**config.mk**
```make
export PLATFORM = sky130hd
export DESIGN_NAME = settings_reg
export DESIGN_NICKNAME = d
export VERILOG_FILES = /design/src/logic/settings_reg.sv
export VERILOG_INCLUDE_DIRS = /design/src /design/src/common
export SDC_FILE = /design/constraint.sdc
export NUM_CORES = 1
export LEC_CHECK = 0
export CORE_AREA = 4 4 42 44
export DETAILED_ROUTE_END_ITERATION = 10
export DIE_AREA = 0 0 46 48
export DONT_BUFFER_PORTS = 1
export PLACE_DENSITY = 0.79
export SLEW_MARGIN = 15
export SYNTH_ARGS = -nofsm -noshare
export SYNTH_HDL_FRONTEND = slang
export SYNTH_SLANG_ARGS = --single-unit
```
**constraint.sdc**
```tcl
create_clock -name clk -period 1.3 [get_ports clk]
set_input_delay 0.065 -clock clk [delete_from_list [all_inputs] [get_ports clk]]
set_output_delay 0.065 -clock clk [all_outputs]
set_load 0.03 [all_outputs]
```
**src/common/peak_detector_config.svh**
```systemverilog
/* Preamble peak detector configuration.
   Stream widths, delay and preamble lengths, AGC level and settings address. */
`ifndef PEAK_DETECTOR_CONFIG_SVH
`define PEAK_DETECTOR_CONFIG_SVH

// Stream widths.
`define WIDTH_METRIC 16   // Unsigned delay-correlation metric.
`define WIDTH_PHASE  32   // Signed coarse phase.
`define WIDTH_MAG    16   // Unsigned magnitude.
`define WIDTH_SAMPLE 16   // Each of I and Q.

// Timing of the preamble search.
`define SAMPLE_DELAY 63   // Delay line length in samples.
`define PREAMBLE_LEN 16

// Target output level for the AGC.
`define AGC_REF_LEVEL 5000

// Settings bus addresses.
`define SR_THRESHOLD 5

`endif

```
**src/logic/settings_reg.sv**
```systemverilog
/* Settings bus register holding the detection threshold. */
`timescale 1ns/1ps
`include "peak_detector_config.svh"

module settings_reg (
  input  logic        clk,
  input  logic        reset,
  input  logic        i_set_stb,
  input  logic [7:0]  i_set_addr,
  input  logic [31:0] i_set_data,
  output logic [15:0] o_threshold
);

  logic addr_hit;

  assign addr_hit = (i_set_addr == 8'(`SR_THRESHOLD));

  always_ff @(posedge clk) begin
    if (reset) begin
      o_threshold <= '0;
    end else if (i_set_stb && addr_hit) begin
      o_threshold <= i_set_data[15:0];  // Only the low half is used.
    end
  end

endmodule

```
==> impl_metrics.yaml <==
final_layout:
  drive_gt1_share_pct: 15.4
  regArea_um2: 320
  final_common_cell: "dlygate4sd3_1"
  regMostFlops: "o_threshold"
  multi_input_area_um2: 393
  largest_reg_flops: 16
  fill_cells: 93
  syn_to_final_growth_pct: 60.1
  final_util_pct: 84.2
  num_antenna_cells: 0
  fin_cells: 133
  layout.nets: 161
  largestRegisters: "o_threshold x16"
  final_cell_mix: "33 x dlygate4sd3_1, 32 x nand2b_1, 16 x mux2i_1, 16 x dfxtp_1, 12 x buf_4"
critical_path:
  path_max_fanout: 1
  critPathArrivalTime_ns: 1.36
  timing.rr.end: "o_threshold[11]$_SDFFE_PP0P_"
  criticalPathCategory: "input pin to flip-flop"
  rrSetupSlack_ns: 0.46
  startpoint_type: "input pin"
  cp-end-kind: "flip-flop"
  crit_path_start: "i_set_data[12]"
  reg2regPathDepth: 2
  reg2reg_from: "o_threshold[11]$_SDFFE_PP0P_"
  critPathRequiredTime_ns: 1.50
drt:
  drtIter0Drc: 5
  vias: 671
  ant_nets: 0
  wl_um: 2080
  vias_per_cell: 5.05
  first_pass_iters: 4
  wl_per_cell_um: 15.6
  drc: 0
synthesis:
  synth_xor_area_share_pct: 0
  synth_simple_gate_area_share_pct: 30.8
  synth_top_area_share_pct: 42.4
  mappedNetlistArea_um2: 756
  yosys_register_bits: 16
  synth_top_family_by_area: "simple AND/OR/NAND/NOR gates"
  synth_top_area_cell: "dfxtp_1"
  seq_area_frac_synth_pct: 42.4
  synth_compound_area_share_pct: 0
  synth_mux_area_share_pct: 21.2
  synth_cell_types: 9
  syn-num-nets: 115
  synth.avg_cell_area_um2: 10.5
  syn_inst: 72
  yosysWarnings: 0
  synth.area.top_cells: "dfxtp_1 42%, nand2b_1 26%, mux2i_1 21%, buf_12 2.6%, nor4b_2 2.0%"
  synth_fa_ha_area_share_pct: 0
clock_tree:
  cts_tree: "built"
  clk_latency_ns: 0.29
  path_clk_slew_ns: 0.11
  cts_max_path_buffers: 2
  cts_root_buf: "clkbuf_4"
  cts_buffers: 3
  cts_sinks: 16
  cts_htree_levels: 1
power:
  combinationalPowerShare_pct: 12.8
  p_switching_mw: 0.188
  clkPwrFrac_pct: 34.9
  p_sw_share_pct: 20.0
  p_leak_nw: 0.438
  p_per_area_nw_per_um2: 776
  p_seq_share_pct: 52.3
  intPower_mw: 0.751
  ir_drop_mv: 0.595
sta:
  slew-limit-headroom_pct: 69.2
  setup_violations: 0
  tightest_slew_ns: 0.461
  hold_violations: 0
  skew_ns: 0
  fin_hold_ws_ns: 0.282
  post-route-period-util_pct: 89.0
  setup_tns_ns: 0
  rsz0062_at_grt: "false"
  finalCriticalPeriod_ns: 1.16
  slew_violations: 0
  fmax_mhz: 864
floorplanning:
  die_w_um: 46
  io-pin-count: 59
  start_util_pct: 52.6
  num_rows: 14
  fp.coreArea_um2: 1440
  chipHeight_um: 48
  die-area_um2: 2210
global_routing:
  antenna_found_initial: 0
  grt_start_max_net_pins: 18
  grt.overflow.total: 0
  grt_usage_pct: 20.6
  grt_pass1_vias: 683
  grt_pass1_wl_um: 3130
outcome:
  outcome: "finished clean"
flow_run:
  max-cap-violations: 0
worst_hold_path:
  hold_class: "input pin to flip-flop"
  hold_depth: 3
  hold_path.startpoint: "i_set_addr[2]"
  min_to: "o_threshold[7]$_SDFFE_PP0P_"
place:
  gp_congestion: 0.593
  dp_cells: 96
  port-buffer-count: 0
  dpl.hpwl_um: 1080
==> power by group through the flow <==
stage / clock network [mW] / logic [mW] / registers (mW)
detailed placement: 0 / 0.0336 / 0.502
global route: 0.357 / 0.128 / 0.491
global placement: 0 / 0.0325 / 0.502
CTS: 0.329 / 0.116 / 0.491
finish: 0.327 / 0.120 / 0.491
floorplan: 0 / 0.0367 / 0.503
==> layout make-up <==
class                   instances  share of cell area (%)
clock buffers                   4                    3.00
multi-input cells              51                    32.5
flip-flops and latches         16                    26.5
well taps                      16                    1.65
repair buffers                 46                    36.4
==> worst max-delay path, cell delays in order <==
cell and delay (ns):
dlygate4sd3_1 0.54, nand2b_1 0.06, dlygate4sd3_1 0.55, mux2i_1 0.14
==> kinds of logic (layout without fill, tap and decap cells) <==
kind of cell,Yosys count,in the layout
multiplexers,16,16
flip-flops,16,16
AND/OR/NAND/NOR,35,35
buffers and inverters,5,50
==> synthesized netlist by cell type <==
cell type,count
dfxtp_1,16
buf_12,1
nand2b_1,32
clkbuf_1,3
nor4b_2,1
nor3b_1,1
buf_6,1
and4b_1,1
mux2i_1,16
==> repair_timing <==
item,in CTS,in global routing
setup buffers,0,0
resized for setup,0,0
hold buffers,33,0
hold endpoints to repair,16,0
==> through the flow <==
step           cell area [um2]  worst slack [ns]  power [mW]
3_3_place_gp               843             0.315       0.535
4_1_cts                   1210             0.188       0.936
6_report                  1210             0.143       0.939
3_5_place_dp               843             0.197       0.536
5_1_grt                   1210            0.0803       0.977
2_1_floorplan              756             0.285       0.540
==> how the worst max path moves through the flow <==
stage	end
after floorplan	o_threshold[10]$_SDFFE_PP0P_
final	o_threshold[12]$_SDFFE_PP0P_
after global placement	o_threshold[9]$_SDFFE_PP0P_
after global routing	o_threshold[8]$_SDFFE_PP0P_
after detailed placement	o_threshold[10]$_SDFFE_PP0P_
after CTS	o_threshold[8]$_SDFFE_PP0P_
==> per-layer routing <==
metal	global-route usage (%)	routed length, um	vias up
met5	0	0	-
met2	40.9	1170	31
li1	-	-	323
met1	20.8	737	315
met3	4.51	157	2
met4	6.82	10	0
No activity file was read; power rests on OpenSTA's default activity.
