`src/common/peak_detector_config.svh`:
```
/* Preamble peak detector configuration.
   Stream widths, delay and preamble lengths, AGC level and settings address. */
`ifndef PEAK_DETECTOR_CONFIG_SVH
`define PEAK_DETECTOR_CONFIG_SVH

// Stream widths.
`define WIDTH_METRIC 16   // Unsigned delay-correlation metric.
`define WIDTH_PHASE  32   // Signed coarse phase.
`define WIDTH_MAG    16   // Unsigned magnitude.
`define WIDTH_SAMPLE 16   // Each of I and Q.

// Timing of the preamble search.
`define SAMPLE_DELAY 63   // Delay line length in samples.
`define PREAMBLE_LEN 16

// Target output level for the AGC.
`define AGC_REF_LEVEL 5000

// Settings bus addresses.
`define SR_THRESHOLD 5

`endif

```
`src/gain/agc_gain_divider.sv`:
```
/* AGC gain divider.
   Restoring shift-subtract division of AGC_REF_LEVEL*256 by the magnitude,
   rounded to nearest and saturated to a Q8.8 gain. */
`timescale 1ns/1ps
`include "peak_detector_config.svh"

module agc_gain_divider (
  input  logic                  clk,
  input  logic                  reset,
  input  logic [`WIDTH_MAG-1:0] i_magnitude,
  input  logic                  i_valid,
  output logic                  o_ready,
  output logic [15:0]           o_gain,
  output logic                  o_valid,
  input  logic                  i_ready
);

  localparam int QW    = `WIDTH_MAG + 8;   // Quotient width.
  localparam int CNT_W = $clog2(QW);
  localparam logic [QW-1:0] DIVIDEND = QW'(`AGC_REF_LEVEL) << 8;

  logic                  active;
  logic                  busy;
  logic                  done;
  logic [CNT_W-1:0]      cnt;
  logic                  start;
  logic [`WIDTH_MAG-1:0] divisor;
  logic [`WIDTH_MAG-1:0] rem;
  logic [QW-1:0]         quo;
  logic [`WIDTH_MAG:0]   trial;
  logic                  trial_ge;
  logic                  round_up;
  logic [QW:0]           quo_rnd;

  assign o_ready = active && !busy && !done;
  assign start   = i_valid && o_ready;
  assign o_valid = done;

  // One quotient bit per cycle.
  assign trial    = {rem, quo[QW-1]};
  assign trial_ge = (trial >= {1'b0, divisor});

  // Round half up from the final remainder.
  assign round_up = ({rem, 1'b0} >= {1'b0, divisor});
  assign quo_rnd  = {1'b0, quo} + (QW+1)'(round_up);
  assign o_gain   = ((divisor == '0) || (|quo_rnd[QW:16])) ? 16'hffff : quo_rnd[15:0];

  always_ff @(posedge clk) begin
    if (reset) begin
      active <= 1'b0;
      busy   <= 1'b0;
      done   <= 1'b0;
      cnt    <= '0;
    end else begin
      active <= 1'b1;
      if (start) begin
        busy <= 1'b1;
        cnt  <= '0;
      end else if (busy) begin
        cnt <= cnt + 1'b1;
        if (cnt == CNT_W'(QW - 1)) begin
          busy <= 1'b0;
          done <= 1'b1;       // Held until taken.
        end
      end
      if (done && i_ready) begin
        done <= 1'b0;
      end
    end
  end

  always_ff @(posedge clk) begin
    if (start) begin
      divisor <= i_magnitude;
      quo     <= DIVIDEND;
      rem     <= '0;
    end else if (busy) begin
      rem <= trial_ge ? (trial[`WIDTH_MAG-1:0] - divisor) : trial[`WIDTH_MAG-1:0];
      quo <= {quo[QW-2:0], trial_ge};
    end
  end

endmodule

```
`config.mk`:
```
export PLATFORM = sky130hd
export DESIGN_NAME = agc_gain_divider
export DESIGN_NICKNAME = d
export VERILOG_FILES = /design/src/gain/agc_gain_divider.sv
export VERILOG_INCLUDE_DIRS = /design/src /design/src/common
export SDC_FILE = /design/constraint.sdc
export NUM_CORES = 1
export LEC_CHECK = 0
export ABC_CLOCK_PERIOD_IN_PS = 4000
export BUFFER_PORTS_ARGS = -buffer_cell sky130_fd_sc_hd__buf_2
export CORE_MARGIN = 4
export CORE_UTILIZATION = 25
export DETAILED_ROUTE_END_ITERATION = 16
export HOLD_SLACK_MARGIN = 0.05
export PLACE_DENSITY = 0.46
export SETUP_SLACK_MARGIN = 0.05
export SYNTH_ARGS = -nofsm -noshare
export SYNTH_HDL_FRONTEND = slang
export SYNTH_SLANG_ARGS = --single-unit
```
`constraint.sdc`:
```
create_clock -name clk -period 4 [get_ports clk]
set_clock_uncertainty 0.2 [all_clocks]
set_input_delay 0.4 -clock clk [delete_from_list [all_inputs] [get_ports clk]]
set_output_delay 0.4 -clock clk [all_outputs]
set_load 0.1 [all_outputs]
```
==> impl_results.md <==
* Die X at 134.2 um
* Fin nets at 580
* Peak Freq at 0.2478 GHz
* Max Root-Sink Buffers at 2
* Ys async rst share at 0
* Hold Startpoint: i_magnitude[12]
* Largest net degree at the start of global routing at 61
* Metal-1 WL at 5.010 mm
* Top Metal Used: met4
* Yosys warnings at 0
* Setup violations, final at 15
* CP Max Fanout at 16
* Hold EP: divisor[12]
* Relative max-transition margin at 0.4270
* Required @ worst endpoint at 3.40 ns
* Drt pass-1 iters at 4
* Worst Reg-to-Reg Cells at 23
* Status: finished, violations left
* Final Power at 3255 uW
* TritonCTS buffer count at 9
* CTS tree: yes
* Post-DP HPWL at about 7.4 mm
* Clock latency at the later pin of the worst-skew pair at 0.34 ns
* Area leader, netlist: dfxtp_1
* GR Overflow Total at 0
* Most used DFF post-synth: dfxtp_1
* Routed length on met3 at 364 um
* Mapped cell area at roughly 4000 sq um
* Yosys reg bits at 64
* Vias in the first global route at 3611
* DIE HEIGHT at approximately 130 um
* Die ar. at 18000 sq um
* Worst Tran Pin Value at 0.8582 ns
* GRT Overall Usage at 0.1235
* Peak supply drop at about 0.00026 V
* Metal2 WL at 5.348 mm
* Gate Count Post-Synth at 449
* Mapped Avg Cell Area at 8.862 sq um
* Post-Route WL at around 11 mm
* First-pass GRT wire length at 17.93 mm
* Period Utilization, post-route at 1.009
* Reg clk slew, reported paths at 0.06 ns
* # rows at 45
* Pwr/cell area at 570.7 nW/um^2
* Filler Cell Count at around 1500
* Vias at 3624
* Layout cells sized above 1 at 0.3046
* DR DRC count at 0
* Startpoint class of the critical path: flop
* Hold Vio Cnt, Final at 0
* Reg2reg setup slack at 0.07 ns
* Leading post-synthesis cells by cell area: dfxtp_1 (24%), edfxtp_1 (12%), mux2i_1 (9.1%), ha_1 (6.0%), nor2_1 (3.9%)
* LEAKAGE at around 0.0022 uW
* Max-Cap Viols at 0
* Final hold slack at between 0.05 and 0.06 ns
* Kind of critical path: reg -> out
* RR Startpoint: divisor[8]
* RSZ-0062 raised after global routing: true
* CP Capture Type: output port
* Critical path arrival at 3.43 ns
* DR vias/cell at 4.794
* Fin. max-slew vios at 0
* EDFF count, synth at 16
* Min-delay worst type: in -> reg
* Failing checks: setup timing
* Port Buffers at 37
* Initial Util at 0.2589
* Reg2Reg Capture Point: rem[8]
* Share of the synthesized area in the top cell type at 0.2415
* Syn_nets at 489
* Yosys cell types at 60
* # IOs at 38
* Crit path time final at 4.035 ns
* Seq/Total Area, Yosys at 0.3623
* CTS H-Tree Depth at 3
* Fin worst setup slack at -0.03491 ns
* Core Footprint at 15370 sq um
* P&R area growth vs syn at 43.36%
* Drt wl/cell at 14.40 um
* Sink Count at 64
* Routability cong. at 0.7994
* Antenna violations before repair at 0
* Antenna cells at 0
* Initial DRC count at 165
* Routed Antenna Nets at 0
* Root Driver: clkbuf_16
* WHS Path Cells at 1
## power by group
part / internal [uW] / leakage, uW / total, uW / switching, uW
logic: 751 / 0.00152 / 1460 / 706
clock network: 603 / 0.000161 / 892 / 289
registers: 773 / 0.000543 / 907 / 134
total: 2130 / 0.00223 / 3260 / 1130
## worst max-delay path by stage
stage	slack (ns)	startpoint	to
after global placement	-0.04	divisor[4]	o_gain[15]
after detailed placement	-0.13	divisor[4]	o_gain[15]
after floorplan	-0.16	divisor[14]	o_gain[10]
after CTS	0.01	divisor[7]	o_gain[8]
final	-0.03	divisor[3]	o_gain[4]
after global routing	-0.21	divisor[2]	o_gain[12]
## final cells by class
type / instances / area, sq um / share of cell area
inverters: 26 / 97.59 / 0.01711
clock buffers: 9 / 225.2 / 0.03948
well taps: 211 / 264.0 / 0.04628
flip-flops and latches: 64 / 1443 / 0.2529
clock inverters: 7 / 110.1 / 0.01930
repair buffers: 104 / 908.4 / 0.1592
multi-input cells: 335 / 2656 / 0.4657
## cells by family (layout without fill, tap and decap cells)
kind of cell	count (synthesis)	after routing	synth area share
muxes	37	37	0.09340
buffers and inverters	50	146	0.05566
adders and majority gates	20	20	0.06478
xor gates and xnor gates	28	28	0.06163
AOI/OAI and AO/OA	82	82	0.1425
and+or+nand+nor	168	168	0.2198
DFF	64	64	0.3623
## state kept, by name, indices dropped and copies added, names as in the netlist
| register | count |
|---|---|
| active | 1 |
| o_valid | 1 |
| cnt | 5 |
| busy | 1 |
| quo | 24 |
| divisor | 16 |
| rem | 16 |
## synth_stat cells (all sizes together), types with 13 or more instances
| master | number |
|---|---|
| xnor2 | 16 |
| a21oi | 24 |
| inv | 26 |
| ha | 19 |
| nor3 | 15 |
| nand2 | 40 |
| mux2i | 36 |
| nand4 | 23 |
| dfxtp | 48 |
| o21ai | 18 |
| edfxtp | 16 |
| buf | 13 |
| nor2 | 41 |
## per-stage QoR
stage / instance area, sq um / instances / util / worst slack (ns) / setup TNS, ns
after global placement: 4606 / 695 / 0.2996 / -0.03531 / -0.09000
after floorplan: 4114 / 449 / - / -0.1623 / -2.121
final: 5704 / 756 / 0.3711 / -0.03491 / -0.2130
after CTS: 5495 / 747 / 0.3575 / 0.01219 / 0
after global routing: 5704 / 756 / 0.3711 / -0.2149 / -3.902
after detailed placement: 4606 / 695 / 0.2996 / -0.1272 / -1.192
## cell usage in the layout, fill, tap and decap left out, types with 13 or more instances in the layout
cell,count
edfxtp_1,16
dlygate4sd3_1,14
xnor2_1,16
nor2_1,39
nand2_1,36
inv_1,18
dfxtp_1,47
buf_4,48
o21ai_0,13
a21oi_1,19
nand4_1,21
buf_2,21
mux2i_1,36
## critical path: stages, from the launching register on
cell and delay [ns]:
edfxtp_1 0.36, inv_1 0.09, ha_4 0.30, nand4_1 0.18, nor3_2 0.19, a211oi_2 0.06
o21ai_2 0.17, ha_2 0.23, nand2_4 0.07, or3_4 0.36, nor3_4 0.23, mux2i_1 0.20
and2_4 0.17, buf_12 0.13, nand4_1 0.15, buf_12 0.21
## layer usage
layer  global-route usage  vias to the layer above
met5                    0                        -
met4              0.03790                        0
met3              0.03076                        9
met2               0.2103                       56
met1               0.1545                     1741
li1                     -                     1818
## repair_timing
item,in CTS,in global routing
gates cloned,0,1
setup endpoints to repair,16,33
resized for setup,61,25
pin swaps,10,8
endpoints found under the hold margin,14,0
hold buffers,14,0
setup buffers,22,8
(Power assumes the default switching activity.)
