==> src/common/peak_detector_config.svh <==
/* Preamble peak detector configuration.
   Stream widths, delay and preamble lengths, AGC level and settings address. */
`ifndef PEAK_DETECTOR_CONFIG_SVH
`define PEAK_DETECTOR_CONFIG_SVH

// Stream widths.
`define WIDTH_METRIC 16   // Unsigned delay-correlation metric.
`define WIDTH_PHASE  32   // Signed coarse phase.
`define WIDTH_MAG    16   // Unsigned magnitude.
`define WIDTH_SAMPLE 16   // Each of I and Q.

// Timing of the preamble search.
`define SAMPLE_DELAY 63   // Delay line length in samples.
`define PREAMBLE_LEN 16

// Target output level for the AGC.
`define AGC_REF_LEVEL 5000

// Settings bus addresses.
`define SR_THRESHOLD 5

`endif

==> src/common/peak_detector_pkg.sv <==
/* Shared types of the preamble peak detector. */
package peak_detector_pkg;

  `include "peak_detector_config.svh"

  // Complex sample with I in the upper half.
  typedef struct packed {
    logic signed [`WIDTH_SAMPLE-1:0] i;
    logic signed [`WIDTH_SAMPLE-1:0] q;
  } sample_iq_t;

  // One sample word read as raw bits or as an I/Q pair.
  typedef union packed {
    logic [2*`WIDTH_SAMPLE-1:0] raw;
    sample_iq_t                 iq;
  } sample_word_t;

  // Search states of the peak FSM.
  typedef enum logic [1:0] {
    S_WAIT_THRESHOLD = 2'd0,
    S_TRACK_PEAK     = 2'd1,
    S_ALIGN_OUTPUT   = 2'd2
  } search_state_t;

endpackage

==> src/logic/sample_delay_line.sv <==
/* Fixed sample delay line.
   A word leaves only once SAMPLE_DELAY newer words are stored behind it. */
`timescale 1ns/1ps
`include "peak_detector_config.svh"

module sample_delay_line
  import peak_detector_pkg::*;
(
  input  logic         clk,
  input  logic         reset,
  input  sample_word_t i_sample,
  input  logic         i_valid,
  output logic         o_ready,
  output sample_word_t o_sample,
  output logic         o_valid,
  input  logic         i_ready
);

  localparam int DEPTH = `SAMPLE_DELAY + 1;
  localparam int PTR_W = $clog2(DEPTH);
  localparam int CNT_W = $clog2(DEPTH + 1);

  sample_word_t mem [DEPTH];

  logic [PTR_W-1:0] wr_ptr;
  logic [PTR_W-1:0] rd_ptr;
  logic [CNT_W-1:0] count;
  logic             active;   // Set once out of reset.
  logic             full;
  logic             push;
  logic             pop;

  function automatic logic [PTR_W-1:0] ptr_inc(input logic [PTR_W-1:0] ptr);
    return (ptr == PTR_W'(DEPTH - 1)) ? '0 : ptr + 1'b1;
  endfunction

  assign full    = (count == CNT_W'(DEPTH));
  assign o_valid = full;              // Nothing leaves before the line is filled.
  assign pop     = full && i_ready;
  assign o_ready = active && (!full || pop);
  assign push    = i_valid && o_ready;
  assign o_sample = mem[rd_ptr];

  always_ff @(posedge clk) begin
    if (reset) begin
      wr_ptr <= '0;
      rd_ptr <= '0;
      count  <= '0;
      active <= 1'b0;
    end else begin
      active <= 1'b1;
      if (push) begin
        wr_ptr <= ptr_inc(wr_ptr);
      end
      if (pop) begin
        rd_ptr <= ptr_inc(rd_ptr);
      end
      case ({push, pop})
        2'b10:   count <= count + 1'b1;
        2'b01:   count <= count - 1'b1;
        default: count <= count;       // Both or neither.
      endcase
    end
  end

  // Storage.
  always_ff @(posedge clk) begin
    if (push) begin
      mem[wr_ptr] <= i_sample;
    end
  end

endmodule

==> config.mk <==
export PLATFORM = sky130hd
export DESIGN_NAME = sample_delay_line
export DESIGN_NICKNAME = d
export VERILOG_FILES = /design/src/common/peak_detector_pkg.sv /design/src/logic/sample_delay_line.sv
export VERILOG_INCLUDE_DIRS = /design/src /design/src/common
export SDC_FILE = /design/constraint.sdc
export NUM_CORES = 2
export LEC_CHECK = 0
export BUFFER_PORTS_ARGS = -buffer_cell sky130_fd_sc_hd__buf_2
export CAP_MARGIN = 20
export CORE_MARGIN = 4
export CORE_UTILIZATION = 45
export CTS_CLUSTER_DIAMETER = 200
export DETAILED_ROUTE_END_ITERATION = 16
export PLACE_DENSITY = 0.64
export SYNTH_ARGS = -nofsm -noshare
export SYNTH_HDL_FRONTEND = slang
export SYNTH_SLANG_ARGS = --single-unit
==> constraint.sdc <==
create_clock -name clk -period 7.1 [get_ports clk]
set_input_delay 0.71 -clock clk [delete_from_list [all_inputs] [get_ports clk]]
set_output_delay 0.71 -clock clk [all_outputs]
set_load 0.005 [all_outputs]
==> flow_summary.yaml <==
pwr:
  power.density_nw_per_um2: 268
  pwr-share-comb: 0.013
  seqPwrFrac: 0.563
  switching_share: 0.195
  p_clk_frac: 0.424
  leakagePower_nw: 26.6
  ir_worst_vdd_mv: 0.214
  switching_power_w: 0.00466
  p_int_w: 0.0193
clock_tree:
  cts_setup_buffers: 0
  cts_tree: "built"
  cts_resized: 0
  clk_pin_slew_ns: 0.06
  clock_sinks: 2074
  clock_path_buffers: 3
  clk_latency_ns: 0.80
  cts.htree.levels: 4
  cts_buffers: 199
  root_buffer: "clkbuf_16"
  cts_hold_buf: 0
sta:
  clock_skew_ns: 0.0229
  slew_headroom: 0.274
  period_share: 0.752
  timing.final.ws_setup_ns: 1.76
  max_freq_ghz: 0.187
  hold_violations: 0
  rsz0062_at_grt: "no"
  min_period_ns: 5.34
  setup_violations: 0
  fin_tns_setup_ns: 0
  final_max_slew_viol_count: 0
  worst_pin_slew_ns: 1.09
placed_design:
  routabilityCongestion: 0.754
  place_hpwl_mm: 105
  dp_slack_ns: 2.48
  io_buffers: 69
hold_path:
  hold_class: "input pin to flip-flop"
floorplan:
  ios: 70
  num_rows: 153
  dieWidth_um: 427
  dieArea_um2: 183000
  start_util: 0.454
  coreArea_um2: 174000
  chipHeight_um: 427
critical_path:
  worst_r2r_endpoint: "mem[43][23]"
  cp-endpoint: "o_sample[17]"
  rr_worst_depth: 7
  crit_chain: "buf_4 -> mux4_2 -> o22ai_1 -> nor4_1 -> a2bb2oi_1 -> buf_2"
  arrival_ns: 4.63
  cp.depth: 6
  critPathTopFamily: "flip-flops"
  rrSetupSlack_ns: 3.04
  crit_path_end_kind: "primary output"
  critical_path_buf_inv_count: 2
  worst-path-max-fanout: 46
  cp-start-kind: "flip-flop"
  critical_path_class: "flip-flop to primary output"
  cp.required_ns: 6.39
  cp_slowest_stage_delay_ns: 0.99
  timing.rr.start: "count[2]"
  crit_slowest_cell: "dfxtp_4"
outcome:
  status: "complete, no violations"
route:
  drt_first_pass_iters: 6
  vias: 37200
  wirelength_mm: 192
  viasPerCell: 6.04
  drcViolationCount: 0
  antenna_left: 0
  dr.first_iter.drc_count: 4885
  wire_per_inst_um: 31.2
synth:
  syn_avg_cell_area_um2: 22.9
  ys_ff_latch: 2074
  synth_ff_type: "edfxtp_1"
  synthCells: 3455
  synth_edf_count: 2048
  synth_seq_area_share: 0.784
  synthArstFlopShare: 0
  syn-cell-area_um2: 79100
  syn_nets: 3496
  ys_warn_count: 0
  synth.distinct_cells: 61
grt:
  grt_start_max_net_pins: 78
  grt_pass1_wl_mm: 276
  grt_pass1_vias: 37700
  antenna_found_initial: 7
  grt-ovfl-total: 0
  grt_usage: 0.212
layout:
  fill_cells: 13400
  drive_above_1_share: 0.289
  syn_to_final_growth_pct: 13.1
  nets: 3723
flow_run:
  cap_violations: 0
## layout make-up
| cell class | instances | area [um2] | share of cell area |
|---|---|---|---|
| Clock inverter | 110 | 956 | 0.0107 |
| Antenna cell | 3 | 7.51 | 0.0000840 |
| Sequential cell | 2074 | 62000 | 0.694 |
| Timing Repair Buffer | 220 | 1850 | 0.0207 |
| Inverter | 7 | 26.3 | 0.000294 |
| Multi-Input combinational cell | 1180 | 16400 | 0.184 |
| Clock buffer | 244 | 5190 | 0.0581 |
| Tap cell | 2325 | 2910 | 0.0325 |
## cells in the final DEF (no fill, tap or decap), types with 4 or more instances in the layout
cell type	count
nand2b_1	21
a2bb2oi_1	14
nand2_1	60
clkbuf_1	43
a21oi_1	37
o221ai_1	15
edfxtp_1	2048
dfxtp_4	4
dfxtp_1	20
o22a_1	10
o21ai_0	22
buf_4	121
mux2i_1	57
nor4_1	24
ha_1	5
clkinv_2	31
nor3_1	11
nor2_4	64
mux2_2	21
mux4_2	524
nor2_1	43
bufinv_16	16
nand3_1	31
xor2_1	8
o211ai_1	14
clkbuf_16	201
inv_6	9
or3_1	6
inv_1	7
nor2b_1	5
buf_2	69
nand3b_1	11
o22ai_1	123
clkinv_1	49
buf_12	30
and2_1	4
## registers in the layout, indices dropped and copies added, names as in the netlist, named ones only
signal  count
active      1
wr_ptr      6
rd_ptr      6
count       7
mem      2048
## routing by layer
layer | track usage | up-vias | part of all wire
met1 | 0.308 | 20000 | 0.41
met2 | 0.334 | 1701 | 0.48
met4 | 0.0606 | 2 | 0.026
met3 | 0.0392 | 272 | 0.085
li1 | - | 15200 | -
met5 | 0 | - | 0.000036
## power by group through the flow
| stage | sequential (W) | combinational [W] | clock, W |
|---|---|---|---|
| floorplan | 0.0137 | 0.0000445 | 0 |
| global placement | 0.0137 | 0.000280 | 0 |
| detailed placement | 0.0137 | 0.000292 | 0 |
| CTS | 0.0135 | 0.000292 | 0.0103 |
| global route | 0.0135 | 0.000340 | 0.0108 |
| finish | 0.0135 | 0.000317 | 0.0101 |
## cells by family (layout without fill, tap and decap cells)
group                    count (synthesis)  count (layout)  share of synthesized area
flip-flops                            2074            2074                      0.784
AND/OR/NAND/NOR                        300             300                     0.0182
XOR/XNOR                                11              11                    0.00122
adder cells (fa/ha/maj)                  5               5                   0.000791
AO/OA/AOI/OAI                          262             262                     0.0220
buffers and inverters                  201             581                     0.0143
multiplexers                           602             602                      0.159
other                                    0               3                          0
## how the worst min path moves through the flow
stage / startpoint / endpoint / slack, ns / depth (start not counted)
after floorplan: count[6] / count[6] / 0.45 / 2
after global placement: count[6] / count[6] / 0.47 / 2
after detailed placement: count[6] / count[6] / 0.48 / 2
after CTS: reset / wr_ptr[2] / 0.26 / 2
after global routing: i_sample[5] / mem[46][5] / 0.12 / 1
final: i_sample[5] / mem[47][5] / 0.16 / 1
## synth_stat cells, types with 4 or more instances
master	count	area (um2)
nand2b_1	21	131
mux2i_1	57	571
nor3_1	11	55.1
o22ai_1	123	769
and2_1	4	25.0
xor2_1	8	70.1
buf_1	10	37.5
buf_4	39	293
dfxtp_1	26	521
buf_2	69	345
mux4_2	524	11800
nand2_1	60	225
or3_1	6	37.5
buf_6	15	169
o22a_1	10	87.6
inv_1	7	26.3
nand3_1	31	155
o21ai_0	22	110
nand3b_1	11	82.6
a2bb2oi_1	14	123
a21oi_1	37	185
ha_1	5	62.6
nor2b_1	6	37.5
mux2_2	21	236
clkbuf_1	57	214
edfxtp_1	2048	61500
nor4_1	26	163
nor2_1	107	402
o211ai_1	14	105
o221ai_1	15	131
## metrics by stage
stage	total power, W	std cells	cell area [um2]	hold slack [ns]	util
floorplan	0.0138	3455	79100	0.453	-
global placement	0.0140	5785	82800	0.467	0.475
detailed placement	0.0140	5785	82800	0.481	0.475
CTS	0.0241	6139	89000	0.255	0.510
global route	0.0246	6161	89400	0.122	0.513
finish	0.0239	6163	89400	0.162	0.513
No activity file was read; power rests on OpenSTA's default activity.
