`config.mk`:
```
export PLATFORM = sky130hd
export DESIGN_NAME = agc_scaler
export DESIGN_NICKNAME = d
export VERILOG_FILES = /design/src/common/peak_detector_pkg.sv /design/src/gain/agc_scaler.sv
export VERILOG_INCLUDE_DIRS = /design/src /design/src/common
export SDC_FILE = /design/constraint.sdc
export NUM_CORES = 1
export LEC_CHECK = 0
export BUFFER_PORTS_ARGS = -buffer_cell sky130_fd_sc_hd__buf_2
export CAP_MARGIN = 40
export CORE_ASPECT_RATIO = 0.9
export CORE_MARGIN = 2
export CORE_UTILIZATION = 60
export DETAILED_ROUTE_END_ITERATION = 10
export PLACE_DENSITY_LB_ADDON = 0.08
export SLEW_MARGIN = 5
export SYNTH_ARGS = -nofsm -noshare
export SYNTH_HDL_FRONTEND = slang
export SYNTH_SLANG_ARGS = --single-unit
```
`constraint.sdc`:
```
create_clock -name clk -period 7.61 [get_ports clk]
set_input_delay 0.3805 -clock clk [delete_from_list [all_inputs] [get_ports clk]]
set_output_delay 0.3805 -clock clk [all_outputs]
set_load 0.05 [all_outputs]
```
`src/common/peak_detector_config.svh`:
```
/* Preamble peak detector configuration.
   Stream widths, delay and preamble lengths, AGC level and settings address. */
`ifndef PEAK_DETECTOR_CONFIG_SVH
`define PEAK_DETECTOR_CONFIG_SVH

// Stream widths.
`define WIDTH_METRIC 16   // Unsigned delay-correlation metric.
`define WIDTH_PHASE  32   // Signed coarse phase.
`define WIDTH_MAG    16   // Unsigned magnitude.
`define WIDTH_SAMPLE 16   // Each of I and Q.

// Timing of the preamble search.
`define SAMPLE_DELAY 63   // Delay line length in samples.
`define PREAMBLE_LEN 16

// Target output level for the AGC.
`define AGC_REF_LEVEL 5000

// Settings bus addresses.
`define SR_THRESHOLD 5

`endif

```
`src/common/peak_detector_pkg.sv`:
```
/* Shared types of the preamble peak detector. */
package peak_detector_pkg;

  `include "peak_detector_config.svh"

  // Complex sample with I in the upper half.
  typedef struct packed {
    logic signed [`WIDTH_SAMPLE-1:0] i;
    logic signed [`WIDTH_SAMPLE-1:0] q;
  } sample_iq_t;

  // One sample word read as raw bits or as an I/Q pair.
  typedef union packed {
    logic [2*`WIDTH_SAMPLE-1:0] raw;
    sample_iq_t                 iq;
  } sample_word_t;

  // Search states of the peak FSM.
  typedef enum logic [1:0] {
    S_WAIT_THRESHOLD = 2'd0,
    S_TRACK_PEAK     = 2'd1,
    S_ALIGN_OUTPUT   = 2'd2
  } search_state_t;

endpackage

```
`src/gain/agc_scaler.sv`:
```
/* AGC scaler.
   Two-stage I/Q multiply by a Q8.8 gain with rounding and saturation. */
`timescale 1ns/1ps
`include "peak_detector_config.svh"

module agc_scaler
  import peak_detector_pkg::*;
(
  input  logic         clk,
  input  logic         reset,
  input  sample_word_t i_sample,
  input  logic         i_last,
  input  logic [15:0]  i_gain,
  input  logic         i_valid,
  output logic         o_ready,
  output sample_word_t o_sample,
  output logic         o_last,
  output logic         o_valid,
  input  logic         i_ready
);

  localparam int W  = `WIDTH_SAMPLE;
  localparam int PW = W + 17;         // Signed sample times unsigned gain.
  localparam logic signed [PW:0]  ROUND_HALF = 128;
  localparam logic signed [W-1:0] SAT_MAX = {1'b0, {(W-1){1'b1}}};
  localparam logic signed [W-1:0] SAT_MIN = {1'b1, {(W-1){1'b0}}};

  logic                 en;
  logic signed [16:0]   gain_s;
  logic signed [PW-1:0] s1_prod_i;
  logic signed [PW-1:0] s1_prod_q;
  logic                 s1_valid;
  logic                 s1_last;
  sample_word_t         s2_sample;
  logic                 s2_valid;
  logic                 s2_last;

  // Drop the 8 fraction bits with rounding, then clip to the sample range.
  function automatic logic signed [W-1:0] round_sat(input logic signed [PW-1:0] prod);
    logic signed [PW:0]   rounded;
    logic signed [PW-8:0] shifted;
    rounded = prod + ROUND_HALF;
    shifted = rounded[PW:8];
    if (shifted > SAT_MAX) begin
      return SAT_MAX;
    end else if (shifted < SAT_MIN) begin
      return SAT_MIN;
    end
    return shifted[W-1:0];
  endfunction

  assign en      = !s2_valid || i_ready;   // Whole pipe moves together.
  assign o_ready = en;
  assign gain_s  = $signed({1'b0, i_gain});

  always_ff @(posedge clk) begin
    if (reset) begin
      s1_valid <= 1'b0;
      s1_last  <= 1'b0;
      s2_valid <= 1'b0;
      s2_last  <= 1'b0;
    end else if (en) begin
      s1_valid <= i_valid;
      s1_last  <= i_valid && i_last;
      s2_valid <= s1_valid;
      s2_last  <= s1_last;
    end
  end

  always_ff @(posedge clk) begin
    if (en) begin
      s1_prod_i      <= i_sample.iq.i * gain_s;
      s1_prod_q      <= i_sample.iq.q * gain_s;
      s2_sample.iq.i <= round_sat(s1_prod_i);
      s2_sample.iq.q <= round_sat(s1_prod_q);
    end
  end

  assign o_sample = s2_sample;
  assign o_last   = s2_last;
  assign o_valid  = s2_valid;

endmodule

```
==> flow_summary.toml, run 1 <==
[outcome]
status = "finished, final reports clean"

[logic_synthesis]
syn_area_mm2 = 0.0211
synth_most_common_cell = "inv_1"
syn-num-nets = 2989
ys_top_cells_by_count = "inv_1, fa_1, nand2_1, ha_1, and2_1"
yosys.area.top_type = "fa_1"
seq_area_frac_synth_pct = 12.3
synth.distinct_cells = 63
synthArstFlopShare_pct = 0
synth_edf_count = 84
synth_flop_cell = "edfxtp_1"
synth_cells = 2310
netlist_top_cells_area = "fa_1, ha_1, edfxtp_1, inv_1, and2_1"
yosysTopAreaCellShare_pct = 36.5
synth-seq-cells = 88
avgSynthCellArea_um2 = 9.16
yosysWarnings = 0

[worst_setup_path]
startpoint = "i_gain[7]"
path_class = "in2reg"
critPathMaxFanout = 20
critPathLaunchType = "primary input"
crit_arrival_ns = 6.58
cp.required_ns = 7.72
r2r-end = "o_sample[5]"
worstRegToRegCells = 8
reg2reg_slack_ns = 4.39
worst_setup_path_end_kind = "register"
r2r_start = "s1_prod_q[9]"

[sta]
skew_ns = 0.00596
maxSlewViolCount = 0
hold_viol = 0
fin_setup_tns_ns = 0
grt_setup_unrepaired = "false"
period_needed_ns = 6.47
clock.fmax_mhz = 155
maxSlewHeadroom_pct = 47.8
post-route-period-util_pct = 85.0
setup_viol_count_final = 0
worst_pin_slew_ns = 0.782

[floorplan]
rows = 65
coreArea_mm2 = 0.0349
die_w_um = 202
initial_core_util_pct = 60.6
io_pins = 88
die_y_um = 182
die_area_mm2 = 0.0368

[finish]
drive_above_1_share_pct = 5.48
num-fill-cells = 2983
final_core_util_pct = 63.7
syn_to_final_growth_pct = 5.06
layoutNonFillerInstCount = 2807
final_nets = 3010

[routing]
drt-pass1-iter-count = 5
vias_per_cell = 5.55
routed_wl_um = 49200
via_count = 15600
drc = 0
drtIter0Drc = 1020
wl_per_cell_um = 17.5
antenna_violating_nets_post_route = 0

[placed_design]
gp_congestion = 0.896
dpl.hpwl_um = 39200
io_buffers = 87
dp_cells = 2789

[hold_path]
hold_depth = 2
holdCritStartpoint = "reset"
min-delay-path-class = "in2reg"
min_to = "o_valid"

[grt]
antenna_found_initial = 1
grtUsageTotal_pct = 28.3
first_global_vias = 16300
grt_max_degree = 46
grt_overflow = 0
grt_pass1_wl_um = 82100

[clocking]
cts_resized = 0
cts_tree = "yes"
clock_latency_ns = 0.35
clk_pin_slew_ns = 0.07
numCtsBuffers = 9
hold_buffers = 0
numClockSinks = 88
cts_buffer_depth = 2
root_buffer = "clkbuf_16"
cts_setup_buffers = 0
htree_levels = 3

[flow_run]
cap_viol_max_count = 0
==> worst max-delay path: stages <==
cell and delay [ns]:
buf_2 0.39, buf_4 0.32, nand2_1 0.10, fa_1 0.54, inv_1 0.06, fa_1 0.50
inv_1 0.05, fa_1 0.52, inv_1 0.05, fa_1 0.39, fa_1 0.52, inv_1 0.05
fa_1 0.47, inv_1 0.04, ha_1 0.37, a21oi_1 0.16, o21ai_0 0.16, a221oi_1 0.44
nand2_1 0.13, o211ai_1 0.38, nand2b_1 0.19, a41oi_1 0.27, xnor2_1 0.08
==> routing by layer <==
metal  track usage (%)  share of wire (%)
met1              41.0                 46
met4              6.91                1.8
met2              45.4                 46
met3              3.75                6.1
met5                 0                  0
==> cell families (layout without fill, tap and decap cells) <==
logic type	Yosys count	in the layout	synth area share, %
AO/OA/AOI/OAI	182	182	5.48
multiplexers	3	3	0.148
buffers and inverters	603	629	10.7
XOR/XNOR	77	77	3.19
other	0	2	0
flip-flops	88	88	12.3
adder cells (fa/ha/maj)	626	626	50.7
AND/OR/NAND/NOR	731	731	17.4
==> registers in the layout, indices dropped and copies added (netlist names) <==
signal / count
s1_valid: 1
o_sample: 32
o_last: 1
s1_prod_i: 26
s1_prod_q: 26
o_valid: 1
s1_last: 1
==> cell type report <==
cell class / count / area [um^2] / share of cell area, %
clock buffer: 9 / 225 / 1.01
multi-input combinational: 1619 / 16300 / 73.2
inverter: 512 / 1920 / 8.65
tap: 469 / 587 / 2.64
clock inverter: 7 / 61.3 / 0.276
timing repair buffer: 101 / 541 / 2.43
sequential: 88 / 2600 / 11.7
antenna: 2 / 5.00 / 0.0225
==> cell usage in the layout (no fill, tap or decap), types with 4 or more instances in the layout <==
| master | synthesis | routed |
|---|---|---|
| inv_1 | 512 | 511 |
| fa_1 | 386 | 386 |
| nand2_1 | 288 | 288 |
| ha_1 | 240 | 240 |
| and2_1 | 238 | 238 |
| buf_2 | 0 | 87 |
| edfxtp_1 | 84 | 84 |
| nor2_1 | 71 | 71 |
| o21ai_0 | 43 | 43 |
| a21oi_1 | 41 | 41 |
| xnor2_1 | 41 | 41 |
| xor2_1 | 36 | 36 |
| nand3_1 | 30 | 30 |
| nor3_1 | 19 | 19 |
| and3_1 | 18 | 18 |
| nand2b_1 | 16 | 16 |
| a21o_1 | 15 | 15 |
| buf_4 | 0 | 14 |
| nand4_1 | 12 | 12 |
| o21a_1 | 12 | 12 |
| a211oi_1 | 12 | 12 |
| a31oi_1 | 11 | 11 |
| clkbuf_16 | 0 | 9 |
| o21ai_1 | 8 | 8 |
| o21bai_1 | 7 | 7 |
| nor2b_1 | 6 | 6 |
| nor4_1 | 6 | 6 |
| and4_1 | 5 | 5 |
| o211ai_1 | 5 | 5 |
| a41oi_1 | 5 | 5 |
| or3_1 | 4 | 4 |
| dfxtp_1 | 4 | 4 |
==> worst max-delay path by stage <==
stage                         end  cells past startpoint
finish              s1_prod_i[31]                     23
global route        s1_prod_q[26]                     20
CTS                 s1_prod_i[31]                     23
detailed placement  s1_prod_i[31]                     23
global placement    s1_prod_q[31]                     19
floorplan           s1_prod_q[26]                     21
==> stage by stage <==
stage                     instance area [um^2]  hold WS (ns)  worst slack [ns]
after floorplan                          21100         0.426              1.56
after global placement                   21900         0.435             0.936
after detailed placement                 21900         0.456             0.838
after CTS                                22200         0.222              1.20
after global routing                     22200         0.228             0.817
final                                    22200         0.238              1.14
Power of run 1 is left out: the tool's default activity adds up to more than one toggle a clock period on the data nets, which glitch-free logic cannot reach.
==> run 2: changes to the inputs <==
--- a/config.mk
+++ b/config.mk
@@ -13,6 +13,7 @@
 export CORE_UTILIZATION = 60
 export DETAILED_ROUTE_END_ITERATION = 10
 export PLACE_DENSITY_LB_ADDON = 0.08
+export RECOVER_POWER = 50
 export SLEW_MARGIN = 5
 export SYNTH_ARGS = -nofsm -noshare
 export SYNTH_HDL_FRONTEND = slang
==> flow_summary.toml, run 2 (synthesis results as in run 1) <==
[worst_setup_path]
cp.required_ns = 7.72
critPathMaxFanout = 20
worst_setup_path_end_kind = "register"
crit_arrival_ns = 6.62
path_class = "in2reg"
critPathLaunchType = "primary input"

[sta]
whs_ns = 0.237
hold_viol = 0
grt_setup_unrepaired = "false"
fin_setup_tns_ns = 0
maxSlewViolCount = 91
period_needed_ns = 6.52
maxSlewHeadroom_pct = -61.9
clock.fmax_mhz = 153
worst_pin_slew_ns = 2.43
post-route-period-util_pct = 85.6
skew_ns = 0.00554
setup_viol_count_final = 0

[routing]
vias_per_cell = 5.53
drt-pass1-iter-count = 4
drtIter0Drc = 1010
via_count = 15500
antenna_violating_nets_post_route = 0
routed_wl_um = 49200
drc = 0
wl_per_cell_um = 17.5

[grt]
first_global_vias = 16300
grt_max_degree = 46
antenna_found_initial = 1
grt_pass1_wl_um = 82100
grt_overflow = 0
grtUsageTotal_pct = 28.3

[clocking]
cts_resized = 0
cts_buffer_depth = 2
htree_levels = 3
numClockSinks = 88
numCtsBuffers = 9
hold_buffers = 0
cts_tree = "yes"
clk_pin_slew_ns = 0.07
cts_setup_buffers = 0
clock_latency_ns = 0.35
root_buffer = "clkbuf_16"

[finish]
multi_input_area_mm2 = 0.0163
largest_reg_flops = 32
syn_to_final_growth_pct = 4.85
num-fill-cells = 3004
final_cell_mix = "inv_1, fa_1, nand2_1"
drive_above_1_share_pct = 3.98
final_common_cell = "inv_1"
regArea_mm2 = 0.00260
final_nets = 3010

[hold_path]
min-delay-path-class = "in2reg"

[floorplan]
coreArea_mm2 = 0.0349
rows = 65
die_w_um = 202
io_pins = 88
die_y_um = 182
initial_core_util_pct = 60.6
die_area_mm2 = 0.0368

[placed_design]
dpl.hpwl_um = 39200
io_buffers = 87
gp_congestion = 0.896

[outcome]
violations = "max-capacitance violations, max-slew violations"
status = "finished, violations left"

[flow_run]
cap_viol_max_count = 2
-- run 2: cell count changes in the layout (fill, tap and decap cells not counted) --
cell        before  now
buf_4           14   13
clkbuf_1         0   35
clkinv_2         1    0
buf_2           87   53
clkinvlp_2       0    1
-- run 2: routing by layer --
metal	routed length [um]	track usage (%)	up-vias
met3	3080	3.75	56
met5	0	0	-
met4	891	6.91	0
met1	22500	41.0	7895
li1	-	-	7117
met2	22700	45.4	457
-- run 2: final cells by class --
cell class | instances | share of cell area, %
multi-input combinational | 1619 | 73.4
clock buffer | 9 | 1.02
tap | 469 | 2.65
timing repair buffer | 101 | 2.23
antenna | 2 | 0.0226
sequential | 88 | 11.7
clock inverter | 7 | 0.276
inverter | 512 | 8.67
-- run 2: path summary, 6_finish.rpt --
kind	start	slack (ns)	to	depth (start not counted)
setup / recovery	i_gain[7]	1.09	s1_prod_i[31]	23
hold / removal	reset	0.24	o_valid	2
setup reg to reg	o_valid	3.48	s1_prod_q[32]	3
hold reg to reg	s1_last	0.46	s1_last	2
-- run 2: critical path: stages --
cell	delay, ns
buf_2	0.38
buf_4	0.31
nand2_1	0.10
fa_1	0.54
inv_1	0.06
fa_1	0.50
inv_1	0.05
fa_1	0.52
inv_1	0.05
fa_1	0.39
fa_1	0.52
inv_1	0.05
fa_1	0.47
inv_1	0.04
ha_1	0.37
a21oi_1	0.16
o21ai_0	0.17
a221oi_1	0.47
nand2_1	0.14
o211ai_1	0.39
nand2b_1	0.19
a41oi_1	0.27
xnor2_1	0.08
-- run 2: per-stage QoR --
stage	instance area, um^2	setup WS, ns	std cells	util [%]
after floorplan	21100	1.56	2310	-
after global placement	21900	0.936	2789	62.9
after detailed placement	21900	0.838	2789	62.9
after CTS	22200	1.20	2805	63.7
after global routing	22200	0.817	2806	63.5
final	22200	1.09	2807	63.6
Power of run 2 is left out for the same reason.
